**config.mk**
```make
export PLATFORM = sky130hd
export DESIGN_NAME = coef_bank
export DESIGN_NICKNAME = d
export VERILOG_FILES = /design/src/mod_arith_pkg.sv /design/src/coef_bank.sv
export SDC_FILE = /design/constraint.sdc
export NUM_CORES = 1
export LEC_CHECK = 0
export BUFFER_PORTS_ARGS = -buffer_cell sky130_fd_sc_hd__buf_2
export CAP_MARGIN = 10
export CORE_ASPECT_RATIO = 1.1
export CORE_MARGIN = 3
export CORE_UTILIZATION = 45
export DETAILED_ROUTE_END_ITERATION = 8
export SLEW_MARGIN = 10
export SYNTH_ARGS = -nofsm -noshare
export SYNTH_HDL_FRONTEND = slang
export SYNTH_SLANG_ARGS = --single-unit
```
**constraint.sdc**
```tcl
create_clock -name clk -period 6.3 [get_ports clk]
set_input_delay 0.945 -clock clk [delete_from_list [all_inputs] [get_ports clk]]
set_output_delay 0.945 -clock clk [all_outputs]
set_load 0.02 [all_outputs]
```
**src/mod_arith_pkg.sv**
```systemverilog
// Shared constants and types for the modular vector add/sub unit
// Modules reference these by scoped name
package mod_arith_pkg;

    // ====================
    // Coefficient arithmetic
    // ====================

    // Width leaves headroom for the ML-DSA carry
    localparam int COEF_W = 24;
    // ML-KEM carry is taken at this bit
    localparam int KEM_W = 12;

    localparam logic [COEF_W-1:0] Q_MLDSA = 24'd8380417;
    localparam logic [COEF_W-1:0] Q_MLKEM = 24'd3329;

    // ====================
    // APB and register map
    // ====================

    localparam int ADDR_W = 12;
    localparam int DATA_W = 32;

    localparam logic [ADDR_W-1:0] REG_CTRL    = 12'h000;
    localparam logic [ADDR_W-1:0] REG_STATUS  = 12'h004;
    localparam logic [ADDR_W-1:0] BANK_A_BASE = 12'h400;
    localparam logic [ADDR_W-1:0] BANK_B_BASE = 12'h800;
    localparam logic [ADDR_W-1:0] BANK_C_BASE = 12'hC00;

    typedef struct packed {
        logic [ADDR_W-1:0] paddr;
        logic              psel;
        logic              penable;
        logic              pwrite;
        logic [DATA_W-1:0] pwdata;
    } apb_req_t;

    typedef struct packed {
        logic [DATA_W-1:0] prdata;
        logic              pready;
        logic              pslverr;
    } apb_rsp_t;

    // One operand pair with its mode bits
    typedef struct packed {
        logic              sub;
        logic              mlkem;
        logic [COEF_W-1:0] opa;
        logic [COEF_W-1:0] opb;
    } coef_op_t;

    // Vector command from the register block to the sequencer
    typedef struct packed {
        logic       sub;
        logic       mlkem;
        logic [6:0] count;
    } vec_cmd_t;

endpackage

```
**src/coef_bank.sv**
```systemverilog
`timescale 1ns/1ps
// Coefficient memory with one write port and one registered read port
// Instantiated for banks A, B and C
module coef_bank #(
    parameter int DEPTH = 64,
    parameter int IDX_W = 6
) (
    input  logic                             clk,
    input  logic                             we_i,
    input  logic [IDX_W-1:0]                 waddr_i,
    input  logic [mod_arith_pkg::COEF_W-1:0] wdata_i,
    input  logic [IDX_W-1:0]                 raddr_i,
    output logic [mod_arith_pkg::COEF_W-1:0] rdata_o
);

    logic [mod_arith_pkg::COEF_W-1:0] mem [DEPTH];

    // Write port
    always_ff @(posedge clk) begin
        if (we_i) begin
            mem[waddr_i] <= wdata_i;
        end
    end

    // Read data shows up one cycle after the address
    always_ff @(posedge clk) begin
        rdata_o <= mem[raddr_i];
    end

endmodule

```
==> impl_metrics.toml <==
[clocking]
cts_tree = "built"
cts_resized = 0
cts_buffers = 155
clk_latency_ns = 0.75
ctsHoldBuffers = 0
cts_buffer_depth = 3
cts_setup_buffers = 0
path_clk_slew_ns = 0.06
root_buffer = "clkbuf_16"
cts.sink_count = 1560
htreeDepth = 4

[yosys]
yosysSeqAreaShare_pct = 78.6
synth_top_family_by_area = "multiplexers"
yosys-mux-area-fraction_pct = 16.1
ys_ff_latch = 1560
yosys-top-cells-area = "edfxtp_1 (78%), mux4_2 (13%), mux2i_1 (1.6%), mux2_2 (1.0%), dfxtp_1 (0.81%)"
synth_commonest_cells = "edfxtp_1 (1536), mux4_2 (355), mux2i_1 (95), nor2_1 (80)"
syn_nets = 2648
synthCells = 2610
synth_xor_area_share_pct = 0
synth_compound_area_share_pct = 2.44
synthAdderAreaFrac_pct = 0
syn_area_sq_mm = 0.0593
yosys_warnings = 0
synthDistinctLibCells = 40
yosys_most_used_dff = "edfxtp_1"
yosysTopAreaCellShare_pct = 77.8
synth_edf_count = 1536
async_flop_share_pct = 0
synth_largest_area_cell = "edfxtp_1"
synth-simple-area-share_pct = 1.56
syn_avg_cell_area_sq_um = 22.7
synth_most_common_cell = "edfxtp_1"

[power_and_ir_drop]
p_leak_nw = 21.0
power_density_mw_per_mm2 = 321
vdd.ir_drop.worst_uv = 259

[sta]
hold_viol_final = 0
slew_headroom_pct = 16.7
finalSetupTns_ns = 0
worst_slew_pin_slew_ns = 1.25
finalClockSkew_ns = 0.0245
max_freq_mhz = 292
finalSetupViolations = 0
rsz0062_at_grt = "false"
min_period_ns = 3.43
min_period_over_period_pct = 54.4
fin_hold_ws_ns = 0.783
slew_viol_final = 0

[worst_hold_path]
hold_class = "in -> reg"

[finish]
layout.nets = 2823
drive_above_1_share_pct = 29.4
areaGrowthSynthToFinish_pct = 13.1
nFillCells = 10125
fin_util_pct = 51.4

[detailed_routing]
drc = 0
via_count = 27929
dr.pass1.iters = 6
drtIter0Drc = 3149
wire_per_inst_um = 30.8
viasPerCell = 5.96
ant_nets = 0
drt_wl_total_um = 144000

[global_route]
antenna_found_initial = 11
use_met3_pct = 4.91
grt-ovfl-total = 0
grt_first_pass_wirelength_um = 208000
grt_pass1_vias = 28853
grt_start_max_net_pins = 83
met2_usage_pct = 34.5
grt_use_total_pct = 21.2
use_met1_pct = 28.9
top_usage_layer = "met2"

[placement]
gp_congestion = 0.790
hpwl_um = 82300
io_buffers = 61

[critical_path]
path_class = "in -> reg"
end_kind = "flop"
startpoint_type = "input pin"
rrSetupSlack_ns = 3.81
worstPathArrival_ns = 4.06
required_ns = 6.94
cp_max_fo = 78

[floorplan]
start_util_pct = 45.4
coreArea_sq_mm = 0.131
io_pins = 62
rows = 139
die_w_um = 352
die_h_um = 387
die_area_sq_mm = 0.136

[run]
maxCapViolCount = 0

[outcome]
outcome = "finished clean"
[area by class of cell]
cell class                      count  area [sq um]  area share, %
Tap cell                         1762          2200           3.29
Clock inverter                     86           795           1.18
Inverter                            2          7.51         0.0112
Timing Repair Buffer              160          1190           1.77
Clock buffer                      198          4170           6.21
Antenna cell                       10          25.0         0.0373
Multi-Input combinational cell    906         12100           18.0
Sequential cell                  1560         46600           69.5
[metal layers]
layer	part of all wire, %	wire length [um]
met5	0.0069	10
met4	2.5	3660
met3	7.9	11400
met2	49	71200
met1	40	57900
[final timing paths]
check / from / to / depth (start not counted)
worst max-delay path: raddr_i[2] / rdata_o[4]$_DFF_P_ / 8
worst min-delay path: wdata_i[13] / mem[7][13]$_DFFE_PP_ / 1
worst max register to register: mem[55][8]$_DFFE_PP_ / rdata_o[8]$_DFF_P_ / 5
worst min register to register: mem[32][23]$_DFFE_PP_ / rdata_o[23]$_DFF_P_ / 4
[power breakdown]
part / internal (mW) / total, mW / switching, mW
combinational: 0.370 / 1.03 / 0.659
clock: 5.25 / 9.00 / 3.75
sequential: 11.5 / 11.5 / 0.0428
total: 17.1 / 21.6 / 4.45
[critical path, stage by stage]
cell and delay [ns]:
buf_8 0.46, buf_12 0.43, buf_4 0.52, mux4_2 0.40, and3_1 0.21, a21oi_1 0.45
a31oi_1 0.22, o21a_1 0.18
[per-stage QoR]
stage	power [mW]	cells	cell area (sq um)	setup WS [ns]
detailed placement	12.8	4390	62100	2.13
floorplan	12.3	2610	59300	2.76
CTS	21.7	4674	67000	2.94
global placement	12.8	4390	62100	2.20
finish	21.6	4684	67100	2.87
global route	22.2	4675	67100	2.77
[cell usage in the layout (no fill, tap or decap), types with 24 or more instances in the layout]
| cell | count |
|---|---|
| mux2_2 | 53 |
| mux2i_1 | 95 |
| nand2_1 | 36 |
| a221oi_1 | 52 |
| edfxtp_1 | 1536 |
| o22ai_1 | 53 |
| dfxtp_1 | 24 |
| a22oi_1 | 29 |
| mux4_2 | 355 |
| clkinv_1 | 35 |
| buf_2 | 54 |
| buf_4 | 95 |
| nor2_2 | 65 |
| clkbuf_16 | 160 |
| clkbuf_1 | 36 |
[flip-flops by register name, summed over array words and instances, names as in the netlist]
register / cells
mem: 1536
rdata_o: 24
[kinds of logic (layout without fill, tap and decap cells)]
group | count (synthesis) | in the layout
other | 0 | 10
AND/OR/NAND/NOR | 196 | 196
buffers and inverters | 144 | 446
multiplexers | 503 | 503
flip-flops | 1560 | 1560
AO/OA/AOI/OAI | 207 | 207
Power figures use the tool's default switching activity.
