## src/mod_arith_pkg.sv

```systemverilog
// Shared constants and types for the modular vector add/sub unit
// Modules reference these by scoped name
package mod_arith_pkg;

    // ====================
    // Coefficient arithmetic
    // ====================

    // Width leaves headroom for the ML-DSA carry
    localparam int COEF_W = 24;
    // ML-KEM carry is taken at this bit
    localparam int KEM_W = 12;

    localparam logic [COEF_W-1:0] Q_MLDSA = 24'd8380417;
    localparam logic [COEF_W-1:0] Q_MLKEM = 24'd3329;

    // ====================
    // APB and register map
    // ====================

    localparam int ADDR_W = 12;
    localparam int DATA_W = 32;

    localparam logic [ADDR_W-1:0] REG_CTRL    = 12'h000;
    localparam logic [ADDR_W-1:0] REG_STATUS  = 12'h004;
    localparam logic [ADDR_W-1:0] BANK_A_BASE = 12'h400;
    localparam logic [ADDR_W-1:0] BANK_B_BASE = 12'h800;
    localparam logic [ADDR_W-1:0] BANK_C_BASE = 12'hC00;

    typedef struct packed {
        logic [ADDR_W-1:0] paddr;
        logic              psel;
        logic              penable;
        logic              pwrite;
        logic [DATA_W-1:0] pwdata;
    } apb_req_t;

    typedef struct packed {
        logic [DATA_W-1:0] prdata;
        logic              pready;
        logic              pslverr;
    } apb_rsp_t;

    // One operand pair with its mode bits
    typedef struct packed {
        logic              sub;
        logic              mlkem;
        logic [COEF_W-1:0] opa;
        logic [COEF_W-1:0] opb;
    } coef_op_t;

    // Vector command from the register block to the sequencer
    typedef struct packed {
        logic       sub;
        logic       mlkem;
        logic [6:0] count;
    } vec_cmd_t;

endpackage

```

## src/vec_sequencer.sv

```systemverilog
`timescale 1ns/1ps
// Walks banks A and B from index 0 to count-1 and feeds the add/sub pipeline
// Results are written back to bank C at the index that travels with each item
module vec_sequencer #(
    parameter int DEPTH = 64,
    parameter int IDX_W = 6
) (
    input  logic                             clk,
    input  logic                             reset_n,
    input  logic                             start_i,
    input  mod_arith_pkg::vec_cmd_t          cmd_i,
    output logic                             busy_o,
    output logic                             done_o,
    output logic [IDX_W-1:0]                 rd_addr_o,
    input  logic [mod_arith_pkg::COEF_W-1:0] a_data_i,
    input  logic [mod_arith_pkg::COEF_W-1:0] b_data_i,
    output mod_arith_pkg::coef_op_t          op_o,
    output logic                             op_valid_o,
    input  logic [mod_arith_pkg::COEF_W-1:0] res_i,
    input  logic                             res_valid_i,
    output logic                             wr_en_o,
    output logic [IDX_W-1:0]                 wr_addr_o,
    output logic [mod_arith_pkg::COEF_W-1:0] wr_data_o
);

    // Latched command
    logic             sub_q;
    logic             mlkem_q;
    logic [IDX_W:0]   cnt;
    logic [IDX_W-1:0] last_q;

    // Read side
    logic             busy_q;
    logic             done_q;
    logic             rd_act;
    logic [IDX_W-1:0] rd_idx;
    logic             issue_q;

    // Results still to come back
    logic [IDX_W:0]   remain;

    // Write-back index with one entry per pipeline stage
    logic [IDX_W-1:0] iss_idx;
    logic [IDX_W-1:0] idx_p1;
    logic [IDX_W-1:0] idx_p2;

    // Count clamped to the bank depth
    assign cnt = (cmd_i.count > DEPTH) ? (IDX_W+1)'(DEPTH) : (IDX_W+1)'(cmd_i.count);

    always_ff @(posedge clk or negedge reset_n) begin
        if (!reset_n) begin
            sub_q   <= 1'b0;
            mlkem_q <= 1'b0;
            last_q  <= '0;
            busy_q  <= 1'b0;
            done_q  <= 1'b0;
            rd_act  <= 1'b0;
            rd_idx  <= '0;
            issue_q <= 1'b0;
            remain  <= '0;
        end else begin
            done_q  <= 1'b0;
            // Issue lags the read address by the bank read cycle
            issue_q <= rd_act;
            if (start_i && !busy_q) begin
                sub_q   <= cmd_i.sub;
                mlkem_q <= cmd_i.mlkem;
                last_q  <= cnt[IDX_W-1:0] - 1'b1;
                remain  <= cnt;
                rd_idx  <= '0;
                // Empty vector finishes at once
                if (cnt == '0) begin
                    done_q <= 1'b1;
                end else begin
                    busy_q <= 1'b1;
                    rd_act <= 1'b1;
                end
            end else begin
                if (rd_act) begin
                    if (rd_idx == last_q) begin
                        rd_act <= 1'b0;
                    end else begin
                        rd_idx <= rd_idx + 1'b1;
                    end
                end
                // Last write-back ends the run
                if (res_valid_i) begin
                    remain <= remain - 1'b1;
                    if (remain == (IDX_W+1)'(1)) begin
                        busy_q <= 1'b0;
                        done_q <= 1'b1;
                    end
                end
            end
        end
    end

    // Index pipeline matched to issue and the two add/sub stages
    always_ff @(posedge clk) begin
        iss_idx <= rd_idx;
        idx_p1  <= iss_idx;
        idx_p2  <= idx_p1;
    end

    assign rd_addr_o  = rd_idx;
    assign op_o       = '{sub: sub_q, mlkem: mlkem_q, opa: a_data_i, opb: b_data_i};
    assign op_valid_o = issue_q;
    assign wr_en_o    = res_valid_i;
    assign wr_addr_o  = idx_p2;
    assign wr_data_o  = res_i;
    assign busy_o     = busy_q;
    assign done_o     = done_q;

endmodule

```

## config.mk

```make
export PLATFORM = sky130hd
export DESIGN_NAME = vec_sequencer
export DESIGN_NICKNAME = d
export VERILOG_FILES = /design/src/mod_arith_pkg.sv /design/src/vec_sequencer.sv
export SDC_FILE = /design/constraint.sdc
export NUM_CORES = 1
export LEC_CHECK = 0
export BUFFER_PORTS_ARGS = -buffer_cell sky130_fd_sc_hd__buf_2
export CAP_MARGIN = 20
export CORE_MARGIN = 5
export CORE_UTILIZATION = 43
export DETAILED_ROUTE_END_ITERATION = 10
export GPL_TIMING_DRIVEN = 0
export PLACE_DENSITY = 0.86
export SKIP_CTS_REPAIR_TIMING = 1
export SYNTH_ARGS = -nofsm -noshare
export SYNTH_HDL_FRONTEND = slang
export SYNTH_SLANG_ARGS = --single-unit
```

## constraint.sdc

```tcl
create_clock -name clk -period 2.6 [get_ports clk]
set_input_delay 0.26 -clock clk [delete_from_list [all_inputs] [get_ports clk]]
set_output_delay 0.26 -clock clk [all_outputs]
set_load 0.02 [all_outputs]
```

==> results by group <==
Finish
  – Fraction of final layout cells sized beyond drive strength 1: 55.9%
  – Number of nets at the end of the flow: 428
  – Non-Filler Instances: between 400 and 500
  – Most frequent cells in the layout: sky130_fd_sc_hd__buf_2 (101), sky130_fd_sc_hd__buf_4 (75), sky130_fd_sc_hd__nand2_1 (25), sky130_fd_sc_hd__dfrtp_1 (25), sky130_fd_sc_hd__dfxtp_1 (18)
  – Layout fillers: between 400 and 500
  – Layout area overhead: 31.7%
  – Final core utilization: 58.2%
  – Most common library cell in the layout ignoring fill and taps: sky130_fd_sc_hd__buf_2
  – Diodes inserted: 0

Yosys
  – Number of distinct standard cells referenced by the synthesized netlist: 31
  – Number of standard cells after synthesis: 230
  – Area of the mapped netlist: around 2200 um^2
  – Average cell area after synthesis: a little under 10 um^2
  – Register bit total from synthesis: 43
  – Synth Warn #: 0
  – Number of nets in the synthesized netlist: between 300 and 400
  – Portion of the post-synthesis area used by sequential elements: a little over two fifths

Power
  – IR drop worst, VDD: roughly 0.00038 V
  – Clock network fraction of total power: 17.5%
  – Net switching share of the total power: a little under two fifths
  – Flop pwr share: a little over two fifths
  – Static power due to leakage: 1.52 nW
  – Share of power burned in combinational logic: about two fifths
  – Power per standard cell area: around 910 nW/um^2
  – Psw: between 0.001 and 0.0015 W
  – Pint: roughly 0.0017 W

Clock network
  – Clock tree from TritonCTS: done
  – Num CTS Buffers: 5
  – Clk sink count: 43
  – Clock-pin slew of the registers on the worst-case setup and hold paths: approximately 0.080 ns
  – Root Buffer: sky130_fd_sc_hd__clkbuf_8
  – Max Buffers Root-to-Sink: 2
  – Number of H-tree levels: 2
  – Worst-Skew Late Latency: 0.29 ns

Worst setup path
  – CP max FO: 7
  – Worst stage delay on the critical path: 0.52 ns
  – Largest delay contributor family on the critical path: simple AND/OR/NAND/NOR gates
  – Arrival time of the worst setup path: between 1.5 and 2 ns
  – Setup CP Type: register to register
  – Slowest cell on crit path: sky130_fd_sc_hd__or4_1
  – Crit path required time: approximately 2.8 ns
  – Critical path launch point type: register
  – Worst-path cell chain: xnor2_1, nand2_1, o31ai_4, or4_1, a21oi_1
  – Endpoint type of the worst setup path: register
  – Number of buffer and inverter instances along the worst setup path: 0

Die
  – Io pins: 175
  – Area of the core: 5070 um^2
  – Width of the chip: between 80 and 90 um
  – Vertical extent of the die: 82.2 um
  – Die area: just under 7000 um^2
  – Starting density of the core: 44.2%
  – Num rows: 26

STA
  – Setup TNS after final layout: 0 ns
  – Skew final: around 0.0062 ns
  – Final Hold Slack: ~0.16 ns
  – RSZ-0062 raised after global routing: no
  – Maximum operating frequency: slightly above 0.6 GHz
  – Post-route clock period utilization: ~62%
  – Max transition margin: between 60% and 70%
  – Number of max-slew violations in the final report: 0
  – Final count of hold timing violations: 0
  – Setup-violating endpoint count in the final report: 0
  – Worst-margin pin slew: about 0.55 ns
  – Final critical-path required period: roughly 1.6 ns

Place
  – Quantity of I/O buffers inserted on ports: 101
  – Number of instances in the placed design: roughly 400
  – Estimated wirelength of the detail-placed design: 4160 um
  – Global placer's final weighted congestion: ~0.86

Routing
  – DRC: 0
  – Total vias in the final route: 1798
  – Length of the first detailed-routing pass in iterations: 4
  – Antenna viol nets, final: 0
  – Total routed wirelength: 4910 um
  – Via density per instance: 4.39
  – First DRT Iteration DRCs: 63
  – Wirelength per Cell: ~12 um

Hold path
  – HP Class: input port to register

Global route
  – Number of global-route vias before repair: approximately 1700
  – Maximum number of pins on one net before global-route repair: 26
  – GRT Resource Usage Total: between 10% and 20%
  – Global-route wire length before repair: between 7000 and 8000 um
  – Global-route congestion overflow total: 0
  – Number of antenna violations at the first check in global routing: 0

Run status
  – Outcome: completed

Flow run
  – Number of max-capacitance violations reported: 0
## worst reg2reg max path, delay by kind of cell, from the launching register on
| family | cells | cell delay [ns] |
|---|---|---|
| AND/OR/NAND/NOR | 2 | 0.67 |
| flip-flops | 1 | 0.46 |
| AO/OA/AOI/OAI | 2 | 0.27 |
| XOR/XNOR | 1 | 0.16 |
## registers in the layout, indices dropped and copies added, names as in the netlist
signal / cells
last_q: 6
rd_act: 1
remain: 7
op_valid_o: 1
rd_addr_o: 6
mlkem_q: 1
iss_idx: 6
sub_q: 1
wr_addr_o: 6
done_o: 1
idx_p1: 6
busy_o: 1
## area by class of cell
type	count	area, um^2	area share [%]
Inverter	2	7.51	0.254
Clock buffer	6	93.8	3.18
Multi-Input combinational cell	105	652	22.1
Timing Repair Buffer	102	515	17.5
Buffer	80	597	20.2
Tap cell	70	87.6	2.97
Sequential cell	43	986	33.4
Clock inverter	2	13.8	0.466
## cell families after synthesis
kind of cell / synth area share (%)
buf+inv: 27.0
simple gates: 12.7
flops: 44.0
compound gates: 7.48
xor+xnor: 6.64
fa+ha+maj: 2.23
## per-stage QoR
| step | total power, W | worst slack [ns] | instance area [um^2] |
|---|---|---|---|
| floorplan | 0.00192 | 1.01 | 2240 |
| global placement | 0.00219 | 1.04 | 2840 |
| detailed placement | 0.00225 | 0.996 | 2840 |
| CTS | 0.00272 | 0.975 | 2940 |
| global route | 0.00288 | 0.882 | 2950 |
| finish | 0.00268 | 0.980 | 2950 |
## power by group through the flow
stage	Clock (W)	Combinational (W)	Sequential [W]
floorplan	0	0.000661	0.00126
global placement	0	0.00103	0.00116
detailed placement	0	0.00106	0.00119
CTS	0.000480	0.00106	0.00117
global route	0.000512	0.00116	0.00121
finish	0.000469	0.00105	0.00117
## path summary, 6_finish.rpt
check,startpoint,end,slack [ns],cells past startpoint
worst max-delay path,rd_addr_o[4],rd_addr_o[5],0.98,5
worst min-delay path,cmd_i[8],sub_q,0.16,3
worst max register to register,rd_addr_o[4],rd_addr_o[5],0.98,5
worst min register to register,iss_idx[5],idx_p1[5],0.33,0
max in group asynchronous,reset_n,sub_q,1.75,2
min in group asynchronous,reset_n,remain[3],0.48,2
## per-layer routing
| layer | track usage (%) | vias to the layer above | routed length, um | share of wire, % |
|---|---|---|---|---|
| li1 | - | 892 | - | - |
| met4 | 6.31 | 0 | 89 | 1.8 |
| met5 | 0 | - | 0 | 0 |
| met2 | 23.4 | 90 | 2570 | 52 |
| met3 | 3.36 | 9 | 415 | 8.5 |
| met1 | 15.5 | 807 | 1830 | 37 |
## cell usage after synthesis, drive strengths merged
library cell | number | area share (%)
a21boi | 1 | 0.33
a21o | 2 | 0.67
a21oi | 6 | 1.3
buf | 77 | 26
clkbuf | 3 | 0.50
dfrtp | 25 | 28
dfxtp | 18 | 16
ha | 4 | 2.2
inv | 2 | 0.33
nand2 | 27 | 4.7
nand2b | 3 | 0.84
nand3 | 3 | 0.67
nand3b | 2 | 0.67
nand4 | 1 | 0.28
nand4b | 1 | 0.39
nor2 | 9 | 1.5
nor2b | 3 | 0.84
nor3 | 5 | 1.1
nor4 | 1 | 0.28
nor4b | 1 | 0.39
o211ai | 3 | 1.0
o21a | 1 | 0.33
o21ai | 9 | 2.0
o311a | 1 | 0.50
o31ai | 2 | 1.3
or4 | 3 | 1.0
xnor2 | 12 | 4.7
xor2 | 5 | 2.0
Note: power is estimated with default switching activity, not from simulation.
