[src/mod_arith_pkg.sv]
// Shared constants and types for the modular vector add/sub unit
// Modules reference these by scoped name
package mod_arith_pkg;

    // ====================
    // Coefficient arithmetic
    // ====================

    // Width leaves headroom for the ML-DSA carry
    localparam int COEF_W = 24;
    // ML-KEM carry is taken at this bit
    localparam int KEM_W = 12;

    localparam logic [COEF_W-1:0] Q_MLDSA = 24'd8380417;
    localparam logic [COEF_W-1:0] Q_MLKEM = 24'd3329;

    // ====================
    // APB and register map
    // ====================

    localparam int ADDR_W = 12;
    localparam int DATA_W = 32;

    localparam logic [ADDR_W-1:0] REG_CTRL    = 12'h000;
    localparam logic [ADDR_W-1:0] REG_STATUS  = 12'h004;
    localparam logic [ADDR_W-1:0] BANK_A_BASE = 12'h400;
    localparam logic [ADDR_W-1:0] BANK_B_BASE = 12'h800;
    localparam logic [ADDR_W-1:0] BANK_C_BASE = 12'hC00;

    typedef struct packed {
        logic [ADDR_W-1:0] paddr;
        logic              psel;
        logic              penable;
        logic              pwrite;
        logic [DATA_W-1:0] pwdata;
    } apb_req_t;

    typedef struct packed {
        logic [DATA_W-1:0] prdata;
        logic              pready;
        logic              pslverr;
    } apb_rsp_t;

    // One operand pair with its mode bits
    typedef struct packed {
        logic              sub;
        logic              mlkem;
        logic [COEF_W-1:0] opa;
        logic [COEF_W-1:0] opb;
    } coef_op_t;

    // Vector command from the register block to the sequencer
    typedef struct packed {
        logic       sub;
        logic       mlkem;
        logic [6:0] count;
    } vec_cmd_t;

endpackage

[src/mod_add_sub.sv]
`timescale 1ns/1ps
// Two-stage pipelined modular adder/subtractor for ML-DSA and ML-KEM
// Accepts one pair per cycle and returns result and valid two edges later
module mod_add_sub (
    input  logic                            clk,
    input  logic                            reset_n,
    input  mod_arith_pkg::coef_op_t         op_i,
    input  logic                            op_valid_i,
    output logic [mod_arith_pkg::COEF_W-1:0] res_o,
    output logic                            res_valid_o
);

    localparam int W  = mod_arith_pkg::COEF_W;
    localparam int KW = mod_arith_pkg::KEM_W;

    // Stage 1 combinational
    logic [W-1:0] prime;
    logic [W-1:0] opb_eff;
    logic [W:0]   sum0;
    logic         carry0;
    logic [W-1:0] corr;

    // Stage 1 registers
    logic [W-1:0] s1_sum;
    logic         s1_carry;
    logic         s1_sub;
    logic         s1_mlkem;
    logic [W-1:0] s1_corr;

    // Stage 2 combinational
    logic [W:0]   sum1;
    logic         carry1;
    logic         use_corr;

    logic [1:0]   vld_sr;

    // ML-KEM keeps only the low KEM_W bits and forces the upper bits to zero
    function automatic logic [W-1:0] kem_mask(input logic [W-1:0] v, input logic mlkem);
        kem_mask = mlkem ? {{(W-KW){1'b0}}, v[KW-1:0]} : v;
    endfunction

    // ====================
    // Stage 1 forms a + b or a - b
    // ====================
    always_comb begin
        prime   = op_i.mlkem ? mod_arith_pkg::Q_MLKEM : mod_arith_pkg::Q_MLDSA;
        // Subtract as a + ~b + 1
        opb_eff = kem_mask(op_i.sub ? ~op_i.opb : op_i.opb, op_i.mlkem);
        sum0    = {1'b0, op_i.opa} + {1'b0, opb_eff} + (W+1)'(op_i.sub);
        carry0  = op_i.mlkem ? sum0[KW] : sum0[W];
        // Add q back after subtract, take q away after add
        corr    = kem_mask(op_i.sub ? prime : ~prime, op_i.mlkem);
    end

    always_ff @(posedge clk) begin
        if (op_valid_i) begin
            s1_sum   <= kem_mask(sum0[W-1:0], op_i.mlkem);
            s1_carry <= carry0;
            s1_sub   <= op_i.sub;
            s1_mlkem <= op_i.mlkem;
            s1_corr  <= corr;
        end
    end

    // ====================
    // Stage 2 corrects and selects
    // ====================
    always_comb begin
        // Carry-in completes the two's complement of q for an add
        sum1   = {1'b0, s1_sum} + {1'b0, s1_corr} + (W+1)'(!s1_sub);
        carry1 = s1_mlkem ? sum1[KW] : sum1[W];
        // An add with overflow or no borrow against q has reached q
        // A subtract without a stage-1 carry has wrapped below zero
        use_corr = s1_sub ? !s1_carry : (s1_carry | carry1);
    end

    always_ff @(posedge clk) begin
        res_o <= use_corr ? kem_mask(sum1[W-1:0], s1_mlkem) : s1_sum;
    end

    // Valid travels alongside the two data stages
    always_ff @(posedge clk or negedge reset_n) begin
        if (!reset_n) begin
            vld_sr <= 2'b00;
        end else begin
            vld_sr <= {vld_sr[0], op_valid_i};
        end
    end

    assign res_valid_o = vld_sr[1];

endmodule

[config.mk]
export PLATFORM = sky130hd
export DESIGN_NAME = mod_add_sub
export DESIGN_NICKNAME = d
export VERILOG_FILES = /design/src/mod_arith_pkg.sv /design/src/mod_add_sub.sv
export SDC_FILE = /design/constraint.sdc
export NUM_CORES = 1
export LEC_CHECK = 0
export ABC_AREA = 1
export BUFFER_PORTS_ARGS = -buffer_cell sky130_fd_sc_hd__buf_2
export CORE_UTILIZATION = 47
export CTS_CLUSTER_SIZE = 30
export DETAILED_ROUTE_END_ITERATION = 10
export PLACE_DENSITY = 0.67
export SLEW_MARGIN = 5
export SYNTH_ARGS = -nofsm -noshare
export SYNTH_HDL_FRONTEND = slang
export SYNTH_SLANG_ARGS = --single-unit
[constraint.sdc]
create_clock -name clk -period 2.45 [get_ports clk]
set_input_delay 0 -clock clk [delete_from_list [all_inputs] [get_ports clk]]
set_output_delay 0 -clock clk [all_outputs]
set_load 0.02 [all_outputs]
==> impl_metrics.env, run 1 <==
export IMPL_status="completed"
export IMPL_muxShareOfSynthArea_pct=0
export IMPL_synthXorXnorAreaFrac_pct=7.08
export IMPL_cts_tree="yes"
export IMPL_timing_final_crit_share_pct=97.6
export IMPL_crit_path_end_kind="flop"
export IMPL_grt_overflow=0
export IMPL_drive_above_1_share_pct=15.3
export IMPL_vias=5594
export IMPL_via_per_inst=5.04
export IMPL_coreArea_um2=11500
export IMPL_synth_compound_area_share_pct=7.46
export IMPL_worstSetupPathType="flop to flop"
export IMPL_portBuffers=77
export IMPL_pin_count=78
export IMPL_most_common_layout_cells="nand2_1, inv_1, nor2_1, buf_2, nand3_1"
export IMPL_rr_worst_depth=15
export IMPL_p_per_area_nw_per_um2=768
export IMPL_start_util_pct=48.6
export IMPL_synthArstFlopShare_pct=3.45
export IMPL_p_comb_share_pct=48.3
export IMPL_drt_first_iter_violations=296
export IMPL_critical_path_startpoint="s1_sum[0]"
export IMPL_holdCritStartpoint="op_i[0]"
export IMPL_fin_hold_ws_ns=0.0445
export IMPL_tightest_slew_ns=0.684
export IMPL_synth_top_family_by_area="simple AND/OR/NAND/NOR gates"
export IMPL_arrival_ns=2.61
export IMPL_p_sw_share_pct=41.9
export IMPL_layout_cells_non_filler=1109
export IMPL_gp_congestion=1.00
export IMPL_max_slew_margin_pct=54.4
export IMPL_dr_pass1_iters=5
export IMPL_p_int_mw=2.98
export IMPL_crit_fanout=6
export IMPL_cts_root_buf="clkbuf_16"
export IMPL_cts_buffers=9
export IMPL_area_delta_synth_final_pct=19.8
export IMPL_power_leakage_nw=3.58
export IMPL_vdd_drop_max_v=0.000355
export IMPL_netlist_area_um2=5570
export IMPL_synth_top_cell_by_area="nand2_1"
export IMPL_postSynthCellCount=860
export IMPL_yosys_area_share_simple_pct=37.1
export IMPL_clock_path_buffers=2
export IMPL_crit_required_ns=2.67
export IMPL_die_area_um2=12300
export IMPL_routed_wl_mm=15.0
export IMPL_synth_cell_types=37
export IMPL_reg2reg_slack_ns=0.06
export IMPL_finClkSkew_ns=0.00590
export IMPL_setup_viol=0
export IMPL_drc_errors=0
export IMPL_fp_dieW_um=111
export IMPL_layout_cells_most_common="nand2_1"
export IMPL_ys_seq_elements=58
export IMPL_startpoint_type="flop"
export IMPL_holdPathStages=2
export IMPL_hpwl_mm=11.7
export IMPL_dp_cells=1079
export IMPL_grt_pass1_vias=5287
export IMPL_drv_slew=0
export IMPL_synth_yosys_warnings=0
export IMPL_grt_max_degree=34
export IMPL_syn_area_per_cell_um2=6.48
export IMPL_drv_cap=0
export IMPL_clock_sinks=58
export IMPL_seqCellArea_um2=1490
export IMPL_hold_path_end="s1_sum[0]"
export IMPL_seq_power_share_pct=27.8
export IMPL_cts_max_level=3
export IMPL_min_period_ns=2.39
export IMPL_antenna_found_initial=0
export IMPL_n_fill_cell=1093
export IMPL_finalNetCount=1065
export IMPL_synthAdderAreaFrac_pct=11.7
export IMPL_antenna_cells=0
export IMPL_seq_area_frac_synth_pct=26.8
export IMPL_timing_final_hold_violations=0
export IMPL_ant_nets=0
export IMPL_syn_nets=964
export IMPL_grt_util_all_layers_pct=24.4
export IMPL_chipHeight_um=111
export IMPL_r2r_start="s1_sum[0]"
export IMPL_grt_pass1_wl_mm=24.1
export IMPL_rows=39
export IMPL_hold_class="primary input to flop"
export IMPL_synth_ff_type="edfxtp_1"
export IMPL_clkLatencyLatePin_ns=0.33
export IMPL_clk_pin_slew_ns=0.05
export IMPL_r2r_end="res_o[13]"
export IMPL_pwr_share_clk_pct=23.9
export IMPL_routedWlPerCell_um=13.6
export IMPL_synthTopCellsByArea="nand2_1, edfxtp_1, ha_1"
export IMPL_synth_edff_count=32
export IMPL_synth_top_area_share_pct=19.0
export IMPL_fmax_mhz=418
export IMPL_multi_input_area_um2=3620
export IMPL_p_switching_mw=2.15
==> cells in the mapped netlist (2+ instances only) <==
master	n
dfxtp_1	24
o21bai_1	3
nand2_4	2
xnor2_1	19
edfxtp_1	32
ha_1	49
nor2_4	2
and2_1	3
xor2_1	26
o21ai_1	3
nand4_1	10
clkbuf_1	6
nor3_1	6
nor2_1	106
a21boi_0	2
fa_1	2
inv_1	124
buf_6	3
nand3_1	57
buf_2	3
nor4_1	2
dfrtp_1	2
o21ai_0	18
nand2_2	16
nand3_2	3
a21oi_1	41
nand2_1	282
a21o_1	5
==> metal layers <==
metal / part of all wire [%] / GRT usage (%) / vias up / wire, um
met5: 0 / 0 / - / 0
met4: 3.4 / 9.87 / 0 / 508
met3: 4.1 / 2.19 / 43 / 617
met2: 51 / 44.0 / 159 / 7650
met1: 42 / 29.6 / 2462 / 6270
li1: - / - / 2930 / -
==> worst max-delay path by stage <==
stage	endpoint	slack, ns	cells past startpoint
after floorplan	res_o[10]	0.19	16
after global placement	res_o[13]	0.02	15
after detailed placement	res_o[21]	-0.04	15
after CTS	res_o[14]	0.02	15
after global routing	res_o[19]	-0.06	16
final	res_o[13]	0.06	15
==> worst max-delay path: stages, from the launching register on <==
cell	delay [ns]
edfxtp_1	0.43
ha_1	0.22
inv_1	0.07
nand2_2	0.07
fa_2	0.36
nand3_2	0.12
nand3_4	0.10
nand2_2	0.09
nand2_2	0.07
nand2_1	0.06
nand4_1	0.09
nand2_2	0.15
nand2_8	0.12
clkbuf_16	0.21
nand3_1	0.07
nand2_1	0.05
==> flip-flops by register name (all words and copies together) (netlist names) <==
register,cells
s1_carry,1
s1_corr,6
s1_mlkem,1
s1_sum,24
res_o,24
vld_sr,2
==> through the flow <==
stage	setup TNS [ns]	instance area, um2	setup slack [ns]	utilization (%)	total power [mW]
floorplan	0	5570	0.192	-	3.10
global placement	0	6170	0.0235	53.8	3.75
detailed placement	-0.309	6170	-0.0429	53.8	3.75
CTS	0	6500	0.0183	56.7	5.00
global route	-0.876	6670	-0.0585	58.2	5.50
finish	0	6670	0.0596	58.2	5.12
==> logic make-up (layout without fill, tap and decap cells) <==
group	Yosys count	after routing
buffers and inverters	138	242
AOI/OAI and AO/OA	76	76
DFF	58	58
xor gates and xnor gates	45	45
adders and majority gates	51	51
and+or+nand+nor	492	494
==> power groups by stage <==
stage               sequential, mW  combinational, mW  clock (mW)
finish                        1.43               2.47        1.23
global route                  1.44               2.78        1.28
CTS                           1.43               2.33        1.24
detailed placement            1.45               2.30           0
global placement              1.46               2.29           0
floorplan                     1.61               1.50           0
==> timing repair <==
action	4_1_cts	5_1_grt
setup buffers	0	8
resized for setup	1	13
gates cloned	0	3
endpoints found under the setup margin	20	28
endpoints found under the hold margin	3	0
hold buffers	3	0
pin swaps	0	4
==> area by class of cell <==
class	instances	area share [%]
Clock inverter	5	0.825
Timing Repair Buffer	101	9.41
Clock buffer	11	3.49
Multi-Input combinational cell	666	54.2
Tap cell	143	2.68
Inverter	125	7.03
Sequential cell	58	22.3
(Power assumes the default switching activity.)
==> run 2, diff against run 1 <==
--- a/config.mk
+++ b/config.mk
@@ -10,6 +10,7 @@
 export CORE_UTILIZATION = 47
 export CTS_CLUSTER_SIZE = 30
 export DETAILED_ROUTE_END_ITERATION = 10
+export HOLD_SLACK_MARGIN = 0.15
 export PLACE_DENSITY = 0.67
 export SLEW_MARGIN = 5
 export SYNTH_ARGS = -nofsm -noshare
==> constraint.sdc (replaced) <==
create_clock -name clk -period 2.45 [get_ports clk]
set_input_delay 0.245 -clock clk [delete_from_list [all_inputs] [get_ports clk]]
set_output_delay 0.245 -clock clk [all_outputs]
set_load 0.02 [all_outputs]
==> impl_metrics.env, run 2 (synthesis results as in run 1) <==
export IMPL_timing_final_hold_violations=0
export IMPL_antenna_cells=0
export IMPL_finalNetCount=1093
export IMPL_die_area_um2=12300
export IMPL_clk_pin_slew_ns=0.06
export IMPL_finClkSkew_ns=0.00947
export IMPL_rows=39
export IMPL_p_int_mw=3.22
export IMPL_hpwl_mm=12.2
export IMPL_dr_pass1_iters=5
export IMPL_portBuffers=77
export IMPL_ant_nets=0
export IMPL_crit_path_end_kind="flop"
export IMPL_drive_above_1_share_pct=18.8
export IMPL_p_sw_share_pct=40.6
export IMPL_p_comb_share_pct=48.9
export IMPL_gp_congestion=0.944
export IMPL_drt_first_iter_violations=250
export IMPL_vias=5691
export IMPL_min_period_ns=2.39
export IMPL_fin_util_pct=60.9
export IMPL_crit_fanout=9
export IMPL_max_slew_margin_pct=56.6
export IMPL_tightest_slew_ns=0.651
export IMPL_layout_cells_most_common="nand2_1"
export IMPL_grt_util_all_layers_pct=25.0
export IMPL_setup_viol=0
export IMPL_grt_pass1_wl_mm=24.7
export IMPL_layout_cells_non_filler=1137
export IMPL_pwr_share_clk_pct=24.9
export IMPL_cts_max_level=3
export IMPL_seq_power_share_pct=26.2
export IMPL_p_per_area_nw_per_um2=777
export IMPL_routed_wl_mm=15.3
export IMPL_vdd_drop_max_v=0.000413
export IMPL_rsz0062_at_grt="yes"
export IMPL_largestRegisters="res_o x24, s1_sum x24, s1_corr x6"
export IMPL_grt_max_degree=34
export IMPL_tns_ns=0
export IMPL_clock_path_buffers=2
export IMPL_grt_overflow=0
export IMPL_power_leakage_nw=3.76
export IMPL_grt_pass1_vias=5383
export IMPL_drc_errors=0
export IMPL_worstSetupPathType="flop to flop"
export IMPL_crit_required_ns=2.68
export IMPL_fp_dieW_um=111
export IMPL_area_delta_synth_final_pct=25.4
export IMPL_start_util_pct=48.6
export IMPL_status="completed"
export IMPL_cts_buffers=9
export IMPL_rr_worst_depth=13
export IMPL_chipHeight_um=111
export IMPL_drv_cap=0
export IMPL_dp_cells=1112
export IMPL_most_common_layout_cells="nand2_1, inv_1, nor2_1, buf_2, nand3_1"
export IMPL_power_total_mw=5.42
export IMPL_p_switching_mw=2.20
export IMPL_antenna_found_initial=0
export IMPL_hold_class="primary input to async pin"
export IMPL_coreArea_um2=11500
export IMPL_arrival_ns=2.61
export IMPL_routedWlPerCell_um=13.5
export IMPL_cts_tree="yes"
export IMPL_timing_final_crit_share_pct=97.5
export IMPL_fmax_mhz=419
export IMPL_cts_root_buf="clkbuf_16"
export IMPL_clock_sinks=58
export IMPL_startpoint_type="flop"
export IMPL_pin_count=78
export IMPL_clkLatencyLatePin_ns=0.33
export IMPL_drv_slew=0
export IMPL_n_fill_cell=1109
export IMPL_via_per_inst=5.01
run 2: changes by cell type in the layout (fill, tap and decap cells not counted), sizes merged:
cell	before	now
buf	97	128
bufinv	1	2
clkinv	3	2
dlygate4sd3	3	1
inv	125	126
nand2	302	300
run 2: layout make-up:
| cell class | instances | area [um2] | area share (%) |
|---|---|---|---|
| Multi-Input combinational cell | 664 | 3620 | 51.8 |
| Clock buffer | 10 | 229 | 3.28 |
| Tap cell | 143 | 179 | 2.56 |
| Clock inverter | 6 | 90.1 | 1.29 |
| Sequential cell | 58 | 1490 | 21.4 |
| Timing Repair Buffer | 131 | 903 | 12.9 |
| Inverter | 125 | 469 | 6.72 |
run 2: timing repair:
action / in CTS / in global routing
hold buffers: 1 / 0
hold endpoints to repair: 2 / 0
buffers inserted: 0 / 6
gates resized for setup: 0 / 22
endpoints found under the setup margin: 0 / 24
run 2: final timing paths:
kind	slack (ns)	start	end
setup / recovery	0.06	s1_corr[9]	res_o[8]
hold / removal	0.24	reset_n	vld_sr[0]
setup reg to reg	0.06	s1_corr[9]	res_o[8]
hold reg to reg	0.35	vld_sr[0]	vld_sr[1]
max in group asynchronous	2.11	reset_n	vld_sr[1]
min in group clk	0.24	op_i[24]	s1_sum[0]
run 2: critical path, cell delays in order (launching register included):
cell	delay (ns)
edfxtp_1	0.56
ha_1	0.46
nand2_1	0.15
nor2_4	0.19
nand2_2	0.12
nand3_2	0.09
nand2_2	0.06
nand3_2	0.07
nand2_2	0.07
nand2_4	0.13
nand2_8	0.10
clkbuf_16	0.19
nand2_2	0.05
nand2_1	0.04
run 2: metal layers:
metal / wire, um / up-vias / global-route usage [%] / part of all wire [%]
met2: 7560 / 154 / 44.4 / 49
li1: - / 2978 / - / -
met5: 0 / - / 0 / 0
met4: 522 / 0 / 12.0 / 3.4
met1: 6590 / 2516 / 30.3 / 43
met3: 628 / 43 / 2.02 / 4.1
run 2: power groups by stage:
stage          Clock [mW]  Sequential, mW  Combinational (mW)
4_1_cts              1.36            1.42                2.50
3_5_place_dp            0            1.44                2.47
6_report             1.35            1.42                2.65
3_3_place_gp            0            1.44                2.46
5_1_grt              1.41            1.44                2.94
2_1_floorplan           0            1.61                1.50
run 2: per-stage QoR:
stage	area, um2	setup slack [ns]	hold slack [ns]
3_5_place_dp	6470	0.00194	0.0323
6_report	6980	0.0620	0.238
5_1_grt	6980	-0.0634	0.253
4_1_cts	6800	0.0378	0.227
2_1_floorplan	5570	0.127	-0.0506
3_3_place_gp	6470	0.0116	0.0311
