--- config.mk ---
export PLATFORM = sky130hd
export DESIGN_NAME = apb_vec_regs
export DESIGN_NICKNAME = d
export VERILOG_FILES = /design/src/mod_arith_pkg.sv /design/src/apb_vec_regs.sv
export SDC_FILE = /design/constraint.sdc
export NUM_CORES = 1
export LEC_CHECK = 0
export BUFFER_PORTS_ARGS = -buffer_cell sky130_fd_sc_hd__buf_2
export CAP_MARGIN = 10
export CORE_MARGIN = 8
export CORE_UTILIZATION = 29
export CTS_BUF_LIST = sky130_fd_sc_hd__clkbuf_8
export DETAILED_ROUTE_END_ITERATION = 10
export PLACE_DENSITY_LB_ADDON = 0.08
export SETUP_SLACK_MARGIN = 0.1
export SLEW_MARGIN = 5
export SYNTH_ARGS = -nofsm -noshare
export SYNTH_HDL_FRONTEND = slang
export SYNTH_SLANG_ARGS = --single-unit
--- constraint.sdc ---
create_clock -name clk -period 1.01 [get_ports clk]
set_input_delay 0.0505 -clock clk [delete_from_list [all_inputs] [get_ports clk]]
set_output_delay 0.0505 -clock clk [all_outputs]
set_load 0.01 [all_outputs]
--- src/mod_arith_pkg.sv ---
// Shared constants and types for the modular vector add/sub unit
// Modules reference these by scoped name
package mod_arith_pkg;

    // ====================
    // Coefficient arithmetic
    // ====================

    // Width leaves headroom for the ML-DSA carry
    localparam int COEF_W = 24;
    // ML-KEM carry is taken at this bit
    localparam int KEM_W = 12;

    localparam logic [COEF_W-1:0] Q_MLDSA = 24'd8380417;
    localparam logic [COEF_W-1:0] Q_MLKEM = 24'd3329;

    // ====================
    // APB and register map
    // ====================

    localparam int ADDR_W = 12;
    localparam int DATA_W = 32;

    localparam logic [ADDR_W-1:0] REG_CTRL    = 12'h000;
    localparam logic [ADDR_W-1:0] REG_STATUS  = 12'h004;
    localparam logic [ADDR_W-1:0] BANK_A_BASE = 12'h400;
    localparam logic [ADDR_W-1:0] BANK_B_BASE = 12'h800;
    localparam logic [ADDR_W-1:0] BANK_C_BASE = 12'hC00;

    typedef struct packed {
        logic [ADDR_W-1:0] paddr;
        logic              psel;
        logic              penable;
        logic              pwrite;
        logic [DATA_W-1:0] pwdata;
    } apb_req_t;

    typedef struct packed {
        logic [DATA_W-1:0] prdata;
        logic              pready;
        logic              pslverr;
    } apb_rsp_t;

    // One operand pair with its mode bits
    typedef struct packed {
        logic              sub;
        logic              mlkem;
        logic [COEF_W-1:0] opa;
        logic [COEF_W-1:0] opb;
    } coef_op_t;

    // Vector command from the register block to the sequencer
    typedef struct packed {
        logic       sub;
        logic       mlkem;
        logic [6:0] count;
    } vec_cmd_t;

endpackage

--- src/apb_vec_regs.sv ---
`timescale 1ns/1ps
// APB slave with CTRL and STATUS registers and windows onto banks A, B, C
// Bank reads take one wait state and errors complete at once with pslverr
module apb_vec_regs #(
    parameter int DEPTH = 64,
    parameter int IDX_W = 6
) (
    input  logic                             clk,
    input  logic                             reset_n,
    input  mod_arith_pkg::apb_req_t          apb_req_i,
    output mod_arith_pkg::apb_rsp_t          apb_rsp_o,
    input  logic                             busy_i,
    input  logic                             done_i,
    output logic                             start_o,
    output mod_arith_pkg::vec_cmd_t          cmd_o,
    output logic                             bank_we_a_o,
    output logic                             bank_we_b_o,
    output logic [IDX_W-1:0]                 bank_addr_o,
    output logic [mod_arith_pkg::COEF_W-1:0] bank_wdata_o,
    input  logic [mod_arith_pkg::COEF_W-1:0] bank_c_rdata_i,
    input  logic [mod_arith_pkg::COEF_W-1:0] bank_a_rdata_i,
    input  logic [mod_arith_pkg::COEF_W-1:0] bank_b_rdata_i
);

    localparam int AW = mod_arith_pkg::ADDR_W;
    localparam int CW = mod_arith_pkg::COEF_W;

    // Decode
    logic          access;
    logic [1:0]    region;
    logic [AW-3:0] word_idx;
    logic          sel_ctrl;
    logic          sel_status;
    logic          sel_a;
    logic          sel_b;
    logic          sel_c;
    logic          sel_bank;
    logic          bad_addr;
    logic          err;
    logic          bank_rd;
    logic          ctrl_wr;

    // State
    logic                    rd_wait;
    logic                    start_q;
    logic                    done_q;
    mod_arith_pkg::vec_cmd_t cmd_q;
    logic [mod_arith_pkg::DATA_W-1:0] rdata;

    // ====================
    // Address decode and errors
    // ====================
    always_comb begin
        access     = apb_req_i.psel && apb_req_i.penable;
        region     = apb_req_i.paddr[AW-1 -: 2];
        word_idx   = apb_req_i.paddr[AW-3:2];
        sel_ctrl   = apb_req_i.paddr == mod_arith_pkg::REG_CTRL;
        sel_status = apb_req_i.paddr == mod_arith_pkg::REG_STATUS;
        sel_a      = region == mod_arith_pkg::BANK_A_BASE[AW-1 -: 2];
        sel_b      = region == mod_arith_pkg::BANK_B_BASE[AW-1 -: 2];
        sel_c      = region == mod_arith_pkg::BANK_C_BASE[AW-1 -: 2];
        sel_bank   = sel_a || sel_b || sel_c;
        // Bank windows end at DEPTH words
        bad_addr   = sel_bank ? (word_idx >= DEPTH) : !(sel_ctrl || sel_status);
        err = bad_addr
            || (apb_req_i.pwrite && (sel_c || sel_status))
            || (sel_bank && busy_i)
            || (apb_req_i.pwrite && sel_ctrl && apb_req_i.pwdata[0] && busy_i);
        bank_rd    = sel_bank && !apb_req_i.pwrite && !err;
        ctrl_wr    = access && apb_req_i.pwrite && sel_ctrl && !err;
    end

    // Bank side
    assign bank_addr_o  = apb_req_i.paddr[IDX_W+1:2];
    assign bank_wdata_o = apb_req_i.pwdata[CW-1:0];
    assign bank_we_a_o  = access && apb_req_i.pwrite && sel_a && !err;
    assign bank_we_b_o  = access && apb_req_i.pwrite && sel_b && !err;

    // ====================
    // Read data
    // ====================
    always_comb begin
        rdata = '0;
        if (sel_ctrl) begin
            // Start reads back as 0
            rdata[14:8] = cmd_q.count;
            rdata[2]    = cmd_q.mlkem;
            rdata[1]    = cmd_q.sub;
        end else if (sel_status) begin
            rdata[1:0] = {done_q, busy_i};
        end else if (sel_a) begin
            rdata[CW-1:0] = bank_a_rdata_i;
        end else if (sel_b) begin
            rdata[CW-1:0] = bank_b_rdata_i;
        end else if (sel_c) begin
            rdata[CW-1:0] = bank_c_rdata_i;
        end
    end

    // Bank reads hold off pready for one access cycle
    assign apb_rsp_o.prdata  = rdata;
    assign apb_rsp_o.pready  = access && (!bank_rd || rd_wait);
    assign apb_rsp_o.pslverr = access && err;

    // ====================
    // Registers
    // ====================
    always_ff @(posedge clk or negedge reset_n) begin
        if (!reset_n) begin
            rd_wait <= 1'b0;
            start_q <= 1'b0;
            done_q  <= 1'b0;
            cmd_q   <= '0;
        end else begin
            rd_wait <= access && bank_rd && !rd_wait;
            start_q <= ctrl_wr && apb_req_i.pwdata[0];
            if (ctrl_wr) begin
                cmd_q <= '{sub:   apb_req_i.pwdata[1],
                           mlkem: apb_req_i.pwdata[2],
                           count: apb_req_i.pwdata[14:8]};
            end
            // Done stays set until the next start is written
            if (ctrl_wr && apb_req_i.pwdata[0]) begin
                done_q <= 1'b0;
            end else if (done_i) begin
                done_q <= 1'b1;
            end
        end
    end

    assign start_o = start_q;
    assign cmd_o   = cmd_q;

endmodule

==> flow_summary_export.csv, run 1 <==
group,metric,value,unit
cells_and_area,syn_to_final_growth,84.7,%
clocking,cts_tree,"yes",
global_route,grt_pass1_wl,10100,µm
detailed_routing,antenna_left,0,
logic_synthesis,ys.flop_type,"dfrtp_1",
logic_synthesis,synth.cell_area,1490,µm²
timing,skew,0,ns
setup_path,path_delay_family,"simple AND/OR/NAND/NOR gates",
detailed_routing,wirelength,6720,µm
power_and_ir_drop,leakagePower,0.00154,µW
clocking,numCtsBuffers,3,
cells_and_area,nNetsFinal,456,
timing,drv_slew,0,
timing,finalCritPeriodShare,125,%
run_status,status,"complete, but fails checks",
cells_and_area,n_antenna_cell,0,
placement,hpwl,5360,µm
clocking,clkSlewWorstSetupHoldPaths,0.05,ns
timing,fmax,790,MHz
detailed_routing,drc_errors,0,
clocking,h-tree-depth,1,
setup_path,crit_chain,"buf_6, nor4_4, buf_4, and3_4, nand3_4, and4b_1, buf_2",
placement,place_ws,-0.382,ns
floorplanning,die_y,87.6,µm
timing,setup_viol_count_final,32,
clocking,clockRootBuffer,"clkbuf_8",
setup_path,end_kind,"output pin",
placement,placed_cells,381,
floorplanning,dieArea,7680,µm²
setup_path,worst_ep_arrival_time,1.21,ns
cells_and_area,fin_cells,401,
global_route,grt_overflow,0,
detailed_routing,initialDrtViolationCount,33,
logic_synthesis,synth-edff-count,0,
power_and_ir_drop,p_seq_share,26.4,%
setup_path,cp-start-kind,"input pin",
timing,rsz0062_at_grt,"yes",
detailed_routing,wl_per_cell,16.7,µm
run_status,violations,"setup timing",
global_route,grt_use_total,16.7,%
placement,gp_congestion,0.770,
clocking,clkSinkCount,12,
setup_path,cp_num_buf_inv,3,
clocking,worstSkewPairLatency,0.24,ns
timing,final-hold-violation-count,0,
detailed_routing,met3_length,660,µm
global_route,antenna_found_initial,0,
setup_path,critical_path_class,"input pin to output pin",
setup_path,reg2reg_depth,2,
setup_path,crit_cells,7,
power_and_ir_drop,p_sw_share,32.5,%
logic_synthesis,async_reset_ff_share,100,%
logic_synthesis,yosysWarningCount,0,
setup_path,crit_fanout,3,
detailed_routing,top_layer,"met4",
logic_synthesis,synth_seq_cells,12,
timing,setup_slack,-0.255,ns
cells_and_area,final_common_cell,"buf_2",
setup_path,crit_path_max_incr_delay,0.25,ns
cells_and_area,drive_gt1_share,72.2,%
placement,portBuffers,154,
floorplanning,coreArea,5040,µm²
logic_synthesis,ys_seq_area_share,20.2,%
detailed_routing,num_vias,1854,
power_and_ir_drop,pwr-share-clk,23.5,%
logic_synthesis,synth_cells,180,
detailed_routing,vias_per_cell,4.62,
power_and_ir_drop,ir_drop,513,µV
job,drv_cap,0,
setup_path,cp_slowest_cell,"nor4_4",
detailed_routing,wl_met1,2470,µm
power_and_ir_drop,intPower,1230,µW
detailed_routing,drt_pre_antenna_iters,6,
floorplanning,num_rows,26,
floorplanning,ioPinCount,199,
timing,period_needed,1.27,ns
clocking,clockBufferDepth,2,
hold_path,hold_path_class,"input pin to register",
setup_path,cp.required,0.96,ns
power_and_ir_drop,p_comb_share,50.1,%
cells_and_area,layout_common_cells,"147 x buf_2, 23 x mux2i_1, 16 x buf_4, 15 x buf_6, 13 x nor2_1",
logic_synthesis,synth_area_per_cell,8.26,µm²
hold_path,hold-path-cell-count,2,
detailed_routing,routed-wl-met2,3460,µm
power_and_ir_drop,power_switching,595,µW
global_route,grt_pass1_vias,2021,
power_and_ir_drop,power_density,665,nW/µm²
logic_synthesis,synth.distinct_cells,31,
floorplanning,start_util,29.5,%
floorplanning,die_w,87.6,µm
cells_and_area,utilization,54.5,%
power_and_ir_drop,p_total,1830,µW
global_route,grt_max_degree,15,
sequential cells by signal (all words and copies together), names as in the netlist:
| signal | flops |
|---|---|
| cmd_o | 9 |
| done_q | 1 |
| rd_wait | 1 |
| start_o | 1 |
metrics by stage:
step / hold WS [ns] / area, µm² / TNS (ns)
5_1_grt: 0.0543 / 2750 / -7.44
3_5_place_dp: -0.0551 / 2230 / -9.17
6_report: 0.0500 / 2750 / -5.32
3_3_place_gp: -0.0552 / 2230 / -8.65
2_1_floorplan: -0.245 / 1540 / -1.45
4_1_cts: 0.0482 / 2600 / -5.19
power by group through the flow:
| stage | clock [µW] | sequential, µW | combinational [µW] |
|---|---|---|---|
| 3_5_place_dp | 0 | 491 | 733 |
| 4_1_cts | 443 | 483 | 873 |
| 2_1_floorplan | 0 | 491 | 433 |
| 6_report | 430 | 483 | 916 |
| 3_3_place_gp | 0 | 491 | 730 |
| 5_1_grt | 467 | 482 | 995 |
repair_timing:
action	in CTS	in global routing
hold endpoints to repair	12	0
hold buffers	1	0
endpoints found under the setup margin	39	40
cloned	4	1
setup buffers	9	2
gates resized for setup	50	29
pin swaps	12	22
cells by family after synthesis:
kind of cell | Yosys count | synth area share, %
compound gates | 34 | 15.8
buf+inv | 50 | 22.6
flops | 12 | 20.2
mux | 34 | 23.7
other cells | 1 | 0.252
simple gates | 49 | 17.4
path summary, 6_finish.rpt:
| path | slack [ns] | end | from |
|---|---|---|---|
| worst max-delay path | -0.26 | bank_we_b_o | apb_req_i[39] |
| worst min-delay path | 0.05 | cmd_o[4]$_DFFE_PN0N_ | apb_req_i[12] |
| worst max register to register | 0.12 | rd_wait$_DFF_PN0_ | rd_wait$_DFF_PN0_ |
| worst min register to register | 0.53 | done_q$_DFFE_PN0P_ | done_q$_DFFE_PN0P_ |
| max in group asynchronous | 0.57 | cmd_o[6]$_DFFE_PN0N_ | reset_n |
| min in group asynchronous | 0.22 | cmd_o[1]$_DFFE_PN0N_ | reset_n |
area by class of cell:
type                            count  area, µm²
Sequential cell                    12        300
Clock buffer                        3       41.3
Fill cell                         505       2290
Timing Repair Buffer              187       1220
Tap cell                           70       87.6
Multi-Input combinational cell    126       1080
Inverter                            3       11.3
Yosys cell counts, drive strengths merged (2+ instances only):
cell type,number,area share [%]
and3,2,0.93
nand3,3,1.9
clkbuf,6,1.5
mux2i,24,16
nor2,15,4.0
nor2b,2,0.84
mux2,10,7.6
dfrtp,12,20
a221o,8,5.4
nor3,2,0.67
nand2,19,4.8
inv,3,0.76
buf,41,20
a21oi,5,1.7
o21ai,16,5.4
routing by layer:
layer | track usage [%] | vias up
met2 | 31.1 | 97
met1 | 17.2 | 848
met3 | 4.88 | 13
met4 | 5.78 | 0
li1 | - | 896
met5 | 0 | -
No activity file was read; power rests on OpenSTA's default activity.
==> inputs of run 2 (changes only) <==
CORE_ASPECT_RATIO = 1.4   (was not set)
==> flow_summary_export.csv, run 2 (synthesis results as in run 1) <==
group,metric,value,unit
cells_and_area,register_area,300,µm²
timing,final-hold-violation-count,0,
timing,rsz0062_at_grt,"yes",
clocking,clkSlewWorstSetupHoldPaths,0.05,ns
setup_path,rr_startpoint,"rd_wait$_DFF_PN0_",
setup_path,end_kind,"output pin",
detailed_routing,antenna_left,0,
hold_path,hold_path_class,"input pin to register",
global_route,grt_pass1_vias,2104,
global_route,grt_overflow,0,
setup_path,worst_ep_arrival_time,1.27,ns
global_route,antenna_found_initial,0,
detailed_routing,drt_pre_antenna_iters,3,
timing,setup_viol_count_final,31,
setup_path,critical_path_class,"input pin to output pin",
timing,skew,0,ns
clocking,clockRootBuffer,"clkbuf_8",
floorplanning,start_util,29.5,%
setup_path,crit_path_max_incr_delay,0.32,ns
hold_path,worstHoldStart,"apb_req_i[1]",
power_and_ir_drop,power_density,672,nW/µm²
detailed_routing,initialDrtViolationCount,44,
floorplanning,ioPinCount,199,
cells_and_area,layout_common_cells,"148 x buf_2, 24 x mux2i_1, 21 x buf_4, 15 x buf_6, 14 x nand2_2",
detailed_routing,drc_errors,0,
run_status,violations,"setup timing",
clocking,cts_tree,"yes",
global_route,grt_max_degree,13,
cells_and_area,n_antenna_cell,0,
timing,drv_slew,0,
job,drv_cap,0,
detailed_routing,num_vias,1838,
cells_and_area,fillers,536,
floorplanning,die_y,101,µm
clocking,worstSkewPairLatency,0.23,ns
clocking,numCtsBuffers,3,
floorplanning,coreArea,5040,µm²
global_route,grt_pass1_wl,10500,µm
detailed_routing,wl_per_cell,17.1,µm
setup_path,cp.required,0.96,ns
hold_path,hold-path-cell-count,2,
cells_and_area,final_common_cell,"buf_2",
floorplanning,dieArea,7710,µm²
power_and_ir_drop,leakagePower,0.00150,µW
placement,place_ws,-0.435,ns
setup_path,reg2reg_depth,2,
detailed_routing,vias_per_cell,4.57,
timing,setup_slack,-0.311,ns
timing,period_needed,1.32,ns
setup_path,cp_slowest_cell,"nor4_4",
run_status,status,"complete, but fails checks",
cells_and_area,largest_reg_flops,9,
cells_and_area,drive_gt1_share,71.1,%
placement,portBuffers,154,
cells_and_area,multi_input_area,1020,µm²
setup_path,r2r_setup_slack,0.13,ns
setup_path,critPathLaunch,"apb_req_i[41]",
floorplanning,num_rows,31,
timing,fmax,757,MHz
setup_path,rr_endpoint,"rd_wait$_DFF_PN0_",
detailed_routing,wirelength,6880,µm
hold_path,holdPathEnd,"cmd_o[8]$_DFFE_PN0N_",
floorplanning,die_w,76.5,µm
clocking,h-tree-depth,1,
power_and_ir_drop,p_total,1790,µW
cells_and_area,nNetsFinal,461,
setup_path,cp-start-kind,"input pin",
global_route,grt_use_total,16.7,%
placement,gp_congestion,0.749,
clocking,clockBufferDepth,2,
placement,hpwl,5720,µm
timing,finalCritPeriodShare,131,%
setup_path,crit_chain,"buf_8, nor4_4, nand4_2, buf_6, o32a_1, buf_2",
cells_and_area,syn_to_final_growth,78.7,%
power_and_ir_drop,ir_drop,889,µV
clocking,clkSinkCount,12,
setup_path,crit_fanout,4,
[run 2: changes by cell type in the layout (fill, tap and decap cells not counted), moves of 2 or more]
| cell | before | now |
|---|---|---|
| nand2_2 | 7 | 14 |
| nand2_4 | 6 | 0 |
| buf_4 | 16 | 21 |
| buf_8 | 1 | 4 |
| o21ai_1 | 10 | 13 |
| o21ai_2 | 5 | 2 |
| a21oi_2 | 3 | 1 |
| nor2_2 | 1 | 3 |
[run 2: worst max path at each step]
| stage | endpoint | depth (start not counted) | slack, ns |
|---|---|---|---|
| global route | apb_rsp_o[3] | 6 | -0.36 |
| finish | apb_rsp_o[3] | 6 | -0.31 |
| floorplan | cmd_o[0]$_DFFE_PN0N_ | 4 | -0.10 |
| CTS | apb_rsp_o[3] | 6 | -0.32 |
| global placement | cmd_o[3]$_DFFE_PN0N_ | 6 | -0.40 |
| detailed placement | cmd_o[6]$_DFFE_PN0N_ | 6 | -0.43 |
[run 2: routing by layer]
layer	GRT usage [%]	wire length, µm
met1	15.0	2260
met2	32.2	3690
met3	8.30	756
met4	4.46	169
met5	0	0
[run 2: repair_timing]
| action | in CTS | in global routing |
|---|---|---|
| setup endpoints to repair | 39 | 40 |
| setup buffers | 9 | 3 |
| hold buffers | 1 | 0 |
| cloned | 4 | 1 |
| hold endpoints to repair | 12 | 0 |
| pin swaps | 15 | 12 |
| gates resized for setup | 56 | 23 |
[run 2: stage by stage]
step | hold slack (ns) | util [%] | setup TNS [ns] | instances | area (µm²)
floorplan | -0.245 | - | -1.45 | 187 | 1540
detailed placement | -0.0560 | 44.9 | -11.27 | 386 | 2260
global route | 0.0583 | 52.7 | -8.32 | 402 | 2660
global placement | -0.0549 | 44.9 | -10.87 | 386 | 2260
finish | 0.0584 | 52.7 | -6.44 | 402 | 2660
CTS | 0.0554 | 51.7 | -5.94 | 402 | 2610
[run 2: layout make-up]
cell class	instances	share of cell area, %
clock buffers	3	1.55
inverters	3	0.424
multi-input cells	126	38.3
flip-flops and latches	12	11.3
well taps	66	3.11
repair buffers	192	45.3
[run 2: power breakdown]
part           switching [µW]  internal, µW
combinational             412           468
sequential              0.677           482
clock                     161           262
[run 2: critical path: cells and delay by family]
| family | cells | cell delay [ns] |
|---|---|---|
| AO/OA/AOI/OAI | 1 | 0.27 |
| buffers and inverters | 3 | 0.41 |
| AND/OR/NAND/NOR | 2 | 0.53 |
